<file path="config.mk">
export PLATFORM = sky130hd
export DESIGN_NAME = dot_product_top
export DESIGN_NICKNAME = d
export VERILOG_FILES = /design/src/rtl/mult_pkg.sv /design/src/rtl/dadda_multiplier_8.sv /design/src/rtl/dot_accumulator.sv /design/src/rtl/dot_product_top.sv /design/src/rtl/kogge_stone_adder.sv /design/src/rtl/mult_lane.sv
export VERILOG_INCLUDE_DIRS = /design/src /design/src/rtl
export SDC_FILE = /design/constraint.sdc
export NUM_CORES = 1
export LEC_CHECK = 0
export ABC_AREA = 0
export BUFFER_PORTS_ARGS = -buffer_cell sky130_fd_sc_hd__buf_2
export CAP_MARGIN = 30
export CORE_MARGIN = 5
export CORE_UTILIZATION = 50
export DETAILED_ROUTE_END_ITERATION = 12
export PLACE_DENSITY = 0.65
export SYNTH_ARGS = -nofsm -noshare
export SYNTH_HDL_FRONTEND = slang
export SYNTH_HIERARCHICAL = 1
export SYNTH_SLANG_ARGS = --single-unit
export TNS_END_PERCENT = 20
</file>
<file path="constraint.sdc">
create_clock -name clk -period 5.2 [get_ports clk]
set_clock_uncertainty 0.2 [all_clocks]
set_input_delay 0.26 -clock clk [delete_from_list [all_inputs] [get_ports clk]]
set_output_delay 0.26 -clock clk [all_outputs]
set_load 0.02 [all_outputs]
</file>
<file path="src/rtl/mult_defs.svh">
`ifndef MULT_DEFS_SVH
`define MULT_DEFS_SVH

// width of each multiplicand
`define OPERAND_W 8

// full product of two operands
`define PRODUCT_W 16

// running sum, wraps modulo 2^24
`define ACC_W 24

`endif

</file>
<file path="src/rtl/mult_pkg.sv">
`include "mult_defs.svh"

package mult_pkg;

    // one multiplicand pair for a lane
    typedef struct packed {
        logic [`OPERAND_W-1:0] a;
        logic [`OPERAND_W-1:0] b;
    } operand_pair_t;

    // request as presented on the input strobe
    typedef struct packed {
        operand_pair_t pair0; // to lane 0
        operand_pair_t pair1; // to lane 1
        logic          clear; // restart the running sum
    } dot_request_t;

    // registered output of one multiplier lane
    typedef struct packed {
        logic                  valid;
        logic                  clear;   // only meaningful on lane 0
        logic [`PRODUCT_W-1:0] product;
    } lane_result_t;

    // accumulator output, room left for status bits
    typedef struct packed {
        logic [`ACC_W-1:0] sum;
    } dot_result_t;

endpackage

</file>
<file path="src/rtl/dadda_multiplier_8.sv">
`timescale 1ns/1ps

module dadda_multiplier_8 (
    input  logic [7:0]  a,
    input  logic [7:0]  b,
    output logic [15:0] product
);

    logic [7:0] pp [8]; // pp[i][j] has weight i+j

    logic [3:0] s1, s2, s3, s4, s5, s7, s8, s9;
    logic [1:0] s6;
    logic       c1, c2, c3, c4, c5, c6, c7, c8, c9;

    logic       ha_s, ha_c;   // column 1
    logic [8:1] fa_s, fa_c;   // columns 2 to 9

    logic [12:0] fin_sum;
    logic        fin_cout;

    for (genvar i = 0; i < 8; i++) begin : g_pp
        assign pp[i] = b & {8{a[i]}};
    end

    // first row of prefix adders, inputs low weight first
    kogge_stone_adder #(.WIDTH(4)) ks1_i ( // weights 6..9
        .in1(pp[2][7:4]), .in2(pp[3][6:3]), .cin(1'b0), .sum(s1), .cout(c1)
    );

    kogge_stone_adder #(.WIDTH(4)) ks2_i ( // weights 5..8
        .in1(pp[4][4:1]), .in2(pp[5][3:0]), .cin(1'b0), .sum(s2), .cout(c2)
    );

    kogge_stone_adder #(.WIDTH(4)) ks3_i ( // weights 7..10
        .in1(pp[6][4:1]), .in2(pp[7][3:0]), .cin(1'b0), .sum(s3), .cout(c3)
    );

    kogge_stone_adder #(.WIDTH(4)) ks4_i ( // weights 3..6
        .in1(pp[0][6:3]), .in2(pp[1][5:2]), .cin(1'b0), .sum(s4), .cout(c4)
    );

    // second row folds in sums from the first
    kogge_stone_adder #(.WIDTH(4)) ks5_i ( // weights 7..10
        .in1 ({pp[3][7], pp[4][5], pp[1][7], pp[0][7]}),
        .in2 ({pp[4][6], pp[5][4], s1[2], pp[1][6]}),
        .cin (s3[0]),
        .sum (s5),
        .cout(c5)
    );

    kogge_stone_adder #(.WIDTH(2)) ks6_i ( // weights 11..12
        .in1 ({pp[5][7], pp[4][7]}),
        .in2 ({pp[6][6], pp[5][6]}),
        .cin (pp[6][5]),
        .sum (s6),
        .cout(c6)
    );

    kogge_stone_adder #(.WIDTH(4)) ks7_i ( // weights 4..7
        .in1 ({s1[1], pp[6][0], pp[2][3:2]}),
        .in2 ({s2[2], s1[0], pp[3][2:1]}),
        .cin (1'b0),
        .sum (s7),
        .cout(c7)
    );

    kogge_stone_adder #(.WIDTH(4)) ks8_i ( // weights 8..11
        .in1 ({c3, pp[5][5], s1[3], s2[3]}),
        .in2 ({pp[7][4], c1, c2, s3[1]}),
        .cin (1'b0),
        .sum (s8),
        .cout(c8)
    );

    // low columns, half and full adders
    assign ha_s = pp[0][1] ^ pp[1][0];
    assign ha_c = pp[0][1] & pp[1][0];

    assign fa_s[1] = pp[0][2] ^ pp[1][1] ^ pp[2][0];
    assign fa_c[1] = (pp[0][2] & pp[1][1]) | (pp[0][2] & pp[2][0]) | (pp[1][1] & pp[2][0]);
    assign fa_s[2] = pp[2][1] ^ pp[3][0] ^ s4[0];
    assign fa_c[2] = (pp[2][1] & pp[3][0]) | (pp[2][1] & s4[0]) | (pp[3][0] & s4[0]);
    assign fa_s[3] = pp[4][0] ^ s4[1] ^ s7[0];
    assign fa_c[3] = (pp[4][0] & s4[1]) | (pp[4][0] & s7[0]) | (s4[1] & s7[0]);
    assign fa_s[4] = s2[0] ^ s4[2] ^ s7[1];
    assign fa_c[4] = (s2[0] & s4[2]) | (s2[0] & s7[1]) | (s4[2] & s7[1]);
    assign fa_s[5] = s2[1] ^ s4[3] ^ s7[2];
    assign fa_c[5] = (s2[1] & s4[3]) | (s2[1] & s7[2]) | (s4[3] & s7[2]);
    assign fa_s[6] = c4 ^ s5[0] ^ s7[3];
    assign fa_c[6] = (c4 & s5[0]) | (c4 & s7[3]) | (s5[0] & s7[3]);
    assign fa_s[7] = s5[1] ^ c7 ^ s8[0];
    assign fa_c[7] = (s5[1] & c7) | (s5[1] & s8[0]) | (c7 & s8[0]);
    assign fa_s[8] = s3[2] ^ s5[2] ^ s8[1];
    assign fa_c[8] = (s3[2] & s5[2]) | (s3[2] & s8[1]) | (s5[2] & s8[1]);

    kogge_stone_adder #(.WIDTH(4)) ks9_i ( // weights 10..13
        .in1 ({pp[6][7], pp[7][5], c5, s3[3]}),
        .in2 ({pp[7][6], s6[1], s6[0], s5[3]}),
        .cin (s8[2]),
        .sum (s9),
        .cout(c9)
    );

    // carry-save pair for weights 2..14
    kogge_stone_adder #(.WIDTH(13)) ks_final_i (
        .in1 ({pp[7][7], s9, fa_s[8:1]}),
        .in2 ({c9, c6, c8, s8[3], fa_c[8:1], ha_c}),
        .cin (1'b0),
        .sum (fin_sum),
        .cout(fin_cout)
    );

    assign product = {fin_cout, fin_sum, ha_s, pp[0][0]};

endmodule

</file>
<file path="src/rtl/dot_accumulator.sv">
`timescale 1ns/1ps
`include "mult_defs.svh"

module dot_accumulator (
    input  logic                   clk,
    input  logic                   rst_n,
    input  mult_pkg::lane_result_t lane0,
    input  mult_pkg::lane_result_t lane1,
    output mult_pkg::dot_result_t  res,
    output logic                   out_valid
);

    localparam int PAD_W = `ACC_W - `PRODUCT_W;

    logic [`ACC_W-1:0] pair_sum;  // product0 + product1
    logic [`ACC_W-1:0] base_sum;  // held sum or zero on clear
    logic [`ACC_W-1:0] next_sum;
    logic [`ACC_W-1:0] sum_q;
    logic              out_valid_q;

    kogge_stone_adder #(.WIDTH(`ACC_W)) pair_add_i (
        .in1 ({{PAD_W{1'b0}}, lane0.product}),
        .in2 ({{PAD_W{1'b0}}, lane1.product}),
        .cin (1'b0),
        .sum (pair_sum),
        .cout()                   // two 16-bit products never reach bit 24
    );

    assign base_sum = lane0.clear ? '0 : sum_q;

    kogge_stone_adder #(.WIDTH(`ACC_W)) acc_add_i (
        .in1 (base_sum),
        .in2 (pair_sum),
        .cin (1'b0),
        .sum (next_sum),
        .cout()                   // wraps modulo 2^24
    );

    always_ff @(posedge clk) begin
        if (!rst_n) begin
            sum_q       <= '0;
            out_valid_q <= 1'b0;
        end else begin
            out_valid_q <= lane0.valid;
            if (lane0.valid) begin
                sum_q <= next_sum;
            end
        end
    end

    assign res       = '{sum: sum_q};
    assign out_valid = out_valid_q;

    // both lanes see the same strobe
    a_lanes_in_step: assert property (
        @(posedge clk) disable iff (!rst_n) lane0.valid == lane1.valid
    ) else $error("lane valids disagree");

    // a lone request gives a single-cycle pulse
    a_single_pulse: assert property (
        @(posedge clk) disable iff (!rst_n)
            $rose(out_valid_q) && !lane1.valid |=> !out_valid_q
    ) else $error("out_valid held without a following request");

endmodule

</file>
<file path="src/rtl/dot_product_top.sv">
`timescale 1ns/1ps

module dot_product_top (
    input  logic                   clk,
    input  logic                   rst_n,
    input  logic                   in_valid,
    input  mult_pkg::dot_request_t req,
    output mult_pkg::dot_result_t  res,
    output logic                   out_valid
);

    mult_pkg::lane_result_t lane0_res;
    mult_pkg::lane_result_t lane1_res;

    mult_lane lane0_i (
        .clk     (clk),
        .rst_n   (rst_n),
        .in_valid(in_valid),
        .pair    (req.pair0),
        .clear   (req.clear),  // clear rides with lane 0
        .result  (lane0_res)
    );

    mult_lane lane1_i (
        .clk     (clk),
        .rst_n   (rst_n),
        .in_valid(in_valid),
        .pair    (req.pair1),
        .clear   (1'b0),
        .result  (lane1_res)
    );

    dot_accumulator acc_i (
        .clk      (clk),
        .rst_n    (rst_n),
        .lane0    (lane0_res),
        .lane1    (lane1_res),
        .res      (res),
        .out_valid(out_valid)
    );

endmodule

</file>
<file path="src/rtl/kogge_stone_adder.sv">
`timescale 1ns/1ps

module kogge_stone_adder #(
    parameter int WIDTH = 4
) (
    input  logic [WIDTH-1:0] in1,
    input  logic [WIDTH-1:0] in2,
    input  logic             cin,
    output logic [WIDTH-1:0] sum,
    output logic             cout
);

    // carry in sits at index 0 as an extra generate bit
    localparam int N      = WIDTH + 1;
    localparam int LEVELS = $clog2(N);

    logic [WIDTH-1:0] p_bit;             // per-bit propagate
    logic [N-1:0]     g_lvl [LEVELS+1];  // group generate per level
    logic [N-1:0]     p_lvl [LEVELS];    // group propagate, last level not needed

    assign p_bit    = in1 ^ in2;
    assign g_lvl[0] = {in1 & in2, cin};
    assign p_lvl[0] = {p_bit, 1'b0}; // nothing propagates past cin

    for (genvar lvl = 0; lvl < LEVELS; lvl++) begin : g_level
        for (genvar i = 0; i < N; i++) begin : g_bit
            if (i >= (1 << lvl)) begin : g_cell
                // black cell, gray where propagate is dropped
                assign g_lvl[lvl+1][i] = g_lvl[lvl][i] |
                                         (p_lvl[lvl][i] & g_lvl[lvl][i-(1<<lvl)]);
                if (lvl < LEVELS - 1) begin : g_prop
                    assign p_lvl[lvl+1][i] = p_lvl[lvl][i] & p_lvl[lvl][i-(1<<lvl)];
                end
            end else begin : g_pass
                assign g_lvl[lvl+1][i] = g_lvl[lvl][i]; // already resolved
                if (lvl < LEVELS - 1) begin : g_prop
                    assign p_lvl[lvl+1][i] = p_lvl[lvl][i];
                end
            end
        end
    end

    // g_lvl[LEVELS][k] is the carry into bit k
    assign sum  = p_bit ^ g_lvl[LEVELS][WIDTH-1:0];
    assign cout = g_lvl[LEVELS][WIDTH];

endmodule

</file>
<file path="src/rtl/mult_lane.sv">
`timescale 1ns/1ps
`include "mult_defs.svh"

module mult_lane (
    input  logic                    clk,
    input  logic                    rst_n,
    input  logic                    in_valid,
    input  mult_pkg::operand_pair_t pair,
    input  logic                    clear,
    output mult_pkg::lane_result_t  result
);

    logic [`PRODUCT_W-1:0] product;   // straight from the tree
    logic [`PRODUCT_W-1:0] product_q;
    logic                  valid_q;
    logic                  clear_q;

    dadda_multiplier_8 mult_i (
        .a      (pair.a),
        .b      (pair.b),
        .product(product)
    );

    always_ff @(posedge clk) begin
        if (!rst_n) begin
            valid_q <= 1'b0;
            clear_q <= 1'b0;
        end else begin
            valid_q <= in_valid; // one cycle per strobe
            if (in_valid) begin
                clear_q <= clear;
            end
        end
    end

    always_ff @(posedge clk) begin
        if (in_valid) begin
            product_q <= product;
        end
    end

    assign result = '{valid: valid_q, clear: clear_q, product: product_q};

    // an accepted request must leave a fully known product
    a_product_known: assert property (
        @(posedge clk) disable iff (!rst_n) in_valid |=> !$isunknown(product_q)
    ) else $error("lane product has X bits after a request");

endmodule

</file>
==> impl_metrics.tcl, run 1 <==
set metrics [dict create \
    drv_cap 0 \
    grt_max_degree 35 \
    rows 51 \
    outcome "complete, no violations" \
    critPathSlowestCell "or4_1" \
    rr_worst_depth 16 \
    drtIter0Drc 313 \
    cts_max_path_buffers 2 \
    reg2reg_to "acc_i/res[22]$_SDFFE_PN0P_" \
    finalHoldViolations 0 \
    area_growth_pct 9.50 \
    ant_nets 0 \
    crit_type "primary input to flop" \
    hold_class "primary input to flop" \
    slew_headroom 0.484 \
    p_total_mw 5.66 \
    grt_pass1_wl_um 36000 \
    drc 0 \
    first_pass_iters 4 \
    worst-path-buf-inv 1 \
    rsz0062_at_grt "false" \
    nets 1437 \
    irDropWorstVdd_mv 0.301 \
    postSynthAreaPerCell_um2 8.82 \
    htree_levels 3 \
    coreArea_mm2 0.0195 \
    cts_tree "yes" \
    setup_viol 0 \
    insertion_delay_ps 330 \
    place_congestion 0.844 \
    required_ps 5200 \
    grt-ovfl-total 0 \
    io_buffers 60 \
    holdWs_ps 152 \
    viasPerCell 5.34 \
    num_antenna_cells 0 \
    cts_sinks 59 \
    rr_startpoint "lane0_i/product_q[1]$_DFFE_PP_" \
    synth_area_mm2 0.00986 \
    place.detailed.hpwl_um 17500 \
    wl_per_cell_um 14.0 \
    crit_fanout 8 \
    cpPeakStageDelay_ps 490 \
    max_freq_mhz 235 \
    hp-start "req[1]" \
    die_y_um 150 \
    multiInputGateArea_mm2 0.00821 \
    cts-root-buf "clkbuf_16" \
    route.vias.total 7953 \
    min_path_cells 2 \
    die_area_mm2 0.0226 \
    track_usage 0.191 \
    slew_violations 0 \
    path_delay_family "adder cells" \
    post-route-min-period_ps 4250 \
    placed_cells 1472 \
    instances_no_fill 1488 \
    cellPowerDensity_mw_per_mm2 524 \
    ff2ff_setup_slack_ps 1040 \
    initial_core_util 0.507 \
    yosys_warnings 6 \
    wirelength_um 20800 \
    die_w_um 150 \
    fill_cells 1834 \
    worst_pin_slew_ps 775 \
    grt_pass1_vias 7852 \
    numCtsBuffers 9 \
    seqCellArea_mm2 0.00150 \
    cpMostUsedCell "fa_1" \
    antenna_found_initial 0 \
    ioPinCount 61 \
    startpoint_type "primary input" \
    synth_cells 1119 \
    tns_ps 0 \
    cellLeakagePower_nw 5.16 \
    path_clk_slew_ps 50 \
    crit_chain "buf_2, and2_1, fa_1, a21o_1, a21oi_2, xnor2_1, fa_1, xor2_1, fa_1, ha_1, and2_4, a22o_1, and3_4, or4_1, nand3_1" \
    end_kind "flop" \
    holdPathEnd "lane1_i/product_q[0]$_DFFE_PP_" \
    finalCritPeriodShare 0.817 \
    arrival_ps 4250 \
    drive_gt1_frac 0.124 \
]
-- worst max path at each step --
stage,start,to,slack (ps),cells after the start
floorplan,req[29],lane0_i/product_q[13]$_DFFE_PP_,980,14
global placement,req[29],lane0_i/product_q[13]$_DFFE_PP_,670,15
detailed placement,req[29],lane0_i/product_q[13]$_DFFE_PP_,590,15
CTS,req[29],lane0_i/product_q[13]$_DFFE_PP_,940,15
global route,lane0_i/product_q[3]$_DFFE_PP_,acc_i/res[22]$_SDFFE_PN0P_,730,16
finish,req[29],lane0_i/product_q[13]$_DFFE_PP_,950,15
-- flip-flops by register name, indices dropped and copies added, names as in the netlist --
name,cells
acc_i/res,24
lane0_i/product_q,16
lane1_i/product_q,16
acc_i/out_valid,1
lane0_i/clear_q,1
lane0_i/valid_q,1
-- layout make-up --
type / count / area share
Clock buffer: 9 / 0.0209
Inverter: 48 / 0.0167
Timing Repair Buffer: 62 / 0.0294
Clock inverter: 6 / 0.00313
Tap cell: 265 / 0.0307
Sequential cell: 59 / 0.139
Multi-Input combinational cell: 1039 / 0.760
-- layer usage --
layer,wire (µm),track usage,vias up
met5,0,0,-
met4,304,0.0480,0
met3,506,0.0151,18
met2,9720,0.328,98
met1,10300,0.262,3663
li1,-,-,4174
-- cell usage in the layout (no fill, tap or decap), types with 32 or more instances in the layout --
master,instances
ha_1,144
inv_1,48
edfxtp_1,32
a21o_1,36
conb_1,51
nor2b_1,34
nor2_1,69
buf_2,60
and2_1,125
xnor2_1,66
nand2_1,47
xor2_1,45
fa_1,38
a21oi_1,81
-- worst reg2reg max path, delay by kind of cell, from the launching register on --
kind | cells | cell delay (ps)
flops | 1 | 370
fa+ha+maj | 2 | 740
simple gates | 4 | 760
compound gates | 7 | 1570
mux | 2 | 310
xor+xnor | 1 | 160
-- repair_timing --
action                    4_1_cts  5_1_grt
setup buffers                   0        0
hold buffers                    1        0
gates resized for setup         0        0
hold endpoints to repair        1        0
-- report_power, final --
part / internal, mW / switching, mW / total, mW
clock network: 0.314 / 0.202 / 0.516
logic: 1.84 / 2.50 / 4.35
registers: 0.727 / 0.0728 / 0.800
-- stage by stage --
step	worst slack [ps]	instance area (µm²)	util
floorplan	982	10000	-
global placement	672	10500	0.541
detailed placement	595	10500	0.541
CTS	936	10800	0.555
global route	727	10800	0.555
finish	950	10800	0.555
Note: power is estimated with default switching activity, not from simulation.
==> run 2: changes to the inputs <==
clock period = 4 ns   (was 5.2 ns; I/O delays follow)
==> impl_metrics.tcl, run 2 (synthesis results as in run 1) <==
set metrics [dict create \
    outcome "complete, no violations" \
    slew_headroom 0.492 \
    finalHoldViolations 0 \
    rows 51 \
    end_kind "flop" \
    ff2ff_setup_slack_ps 220 \
    cellLeakagePower_nw 5.92 \
    startpoint "req[27]" \
    hp-start "req[25]" \
    coreArea_mm2 0.0195 \
    first_pass_iters 5 \
    rr_worst_depth 16 \
    die_w_um 150 \
    num_antenna_cells 0 \
    die_area_mm2 0.0226 \
    required_ps 4000 \
    ant_nets 0 \
    rr_startpoint "lane0_i/product_q[5]$_DFFE_PP_" \
    numCtsBuffers 9 \
    min_path_cells 2 \
    p_total_mw 8.67 \
    wirelength_um 22500 \
    grt-ovfl-total 0 \
    drc 0 \
    arrival_ps 3880 \
    layout_commonest_cell "buf_4" \
    placed_area_mm2 0.0116 \
    grt_max_degree 35 \
    rsz0062_at_grt "true" \
    fin_area_mm2 0.0122 \
    slew_violations 0 \
    holdWs_ps 80.7 \
    route.vias.total 8544 \
    io_buffers 60 \
    ioPinCount 61 \
    place_congestion 0.860 \
    crit_type "primary input to flop" \
    largest_register_ffs 24 \
    antenna_found_initial 0 \
    mostFrequentLayoutCells "buf_4 (143), ha_1 (135), and2_1 (122)" \
    drtIter0Drc 235 \
    cellPowerDensity_mw_per_mm2 713 \
    worst_pin_slew_ps 763 \
    finalCritPeriodShare 0.970 \
    viasPerCell 5.24 \
    max_freq_mhz 258 \
    crit_fanout 5 \
    cts-root-buf "clkbuf_16" \
    insertion_delay_ps 340 \
    area_growth_pct 23.2 \
    initial_core_util 0.507 \
    fill_cells 1714 \
    wl_per_cell_um 13.8 \
    startpoint_type "primary input" \
    irDropWorstVdd_mv 0.363 \
    drv_cap 0 \
    tns_ps 0 \
    htree_levels 3 \
    drive_gt1_frac 0.252 \
    grt_pass1_wl_um 37900 \
    path_clk_slew_ps 50 \
    reg2reg_to "acc_i/res[23]$_SDFFE_PN0P_" \
    holdPathEnd "lane0_i/product_q[0]$_DFFE_PP_" \
    setup_viol 0 \
    utilization 0.625 \
    place.detailed.hpwl_um 19000 \
    die_y_um 150 \
    hold_class "primary input to flop" \
    post-route-min-period_ps 3880 \
    grt_pass1_vias 8302 \
    cts_sinks 59 \
    nets 1579 \
    cts_tree "yes" \
    cts_max_path_buffers 2 \
    track_usage 0.202 \
]
==> run 2: changes by cell type in the layout (fill, tap and decap cells not counted), sizes merged <==
cell / previous run / this run
buf: 61 / 203
bufinv: 0 / 1
clkbuf: 9 / 10
clkinv: 4 / 1
clkinvlp: 2 / 3
inv: 48 / 49
==> run 2: metrics by stage <==
stage                     worst slack [ps]  std cells
after floorplan                      -37.3       1167
after global placement                -237       1606
after detailed placement              -331       1606
after CTS                             11.2       1623
after global routing                 -16.7       1631
final                                  120       1631
==> run 2: what timing repair did <==
action / in CTS / in global routing
setup endpoints to repair: 0 / 20
setup buffers: 0 / 8
endpoints found under the hold margin: 1 / 0
hold buffers: 1 / 0
gates resized for setup: 0 / 51
==> run 2: final cells by class <==
type	count	area, µm²	area share
Clock buffer	10	229	0.0188
Multi-Input combinational cell	1039	8460	0.696
Clock inverter	6	65.1	0.00535
Inverter	48	180	0.0148
Timing Repair Buffer	204	1380	0.114
Tap cell	265	332	0.0273
Sequential cell	59	1500	0.124
==> run 2: worst max-delay path, cell delays in order <==
cell,delay (ps)
buf_2,120
and2_1,200
ha_1,210
a211o_1,300
o21ai_2,70
xnor2_1,140
ha_1,280
buf_4,150
o21ai_2,130
xnor2_1,170
fa_1,490
ha_4,290
and2_4,170
a22o_1,210
and3_4,180
or4_1,490
nand3_1,80
==> run 2: power by group <==
| part | internal, mW | switching (mW) | total (mW) |
|---|---|---|---|
| logic | 3.28 | 3.59 | 6.87 |
| clock network | 0.481 | 0.275 | 0.756 |
| registers | 0.945 | 0.0973 | 1.04 |
==> run 2: how the worst max path moves through the flow <==
stage,endpoint,slack [ps],cells after the start
after floorplan,lane0_i/product_q[13]$_DFFE_PP_,-40,14
after global placement,lane0_i/product_q[15]$_DFFE_PP_,-240,19
after detailed placement,lane1_i/product_q[14]$_DFFE_PP_,-330,20
after CTS,lane1_i/product_q[14]$_DFFE_PP_,10,20
after global routing,acc_i/res[23]$_SDFFE_PN0P_,-20,16
final,lane0_i/product_q[13]$_DFFE_PP_,120,17
==> run 2: layer usage <==
| layer | wire, µm | GRT usage |
|---|---|---|
| met5 | 0 | 0 |
| met4 | 326 | 0.0531 |
| met3 | 574 | 0.0166 |
| met2 | 10900 | 0.358 |
| met1 | 10700 | 0.266 |
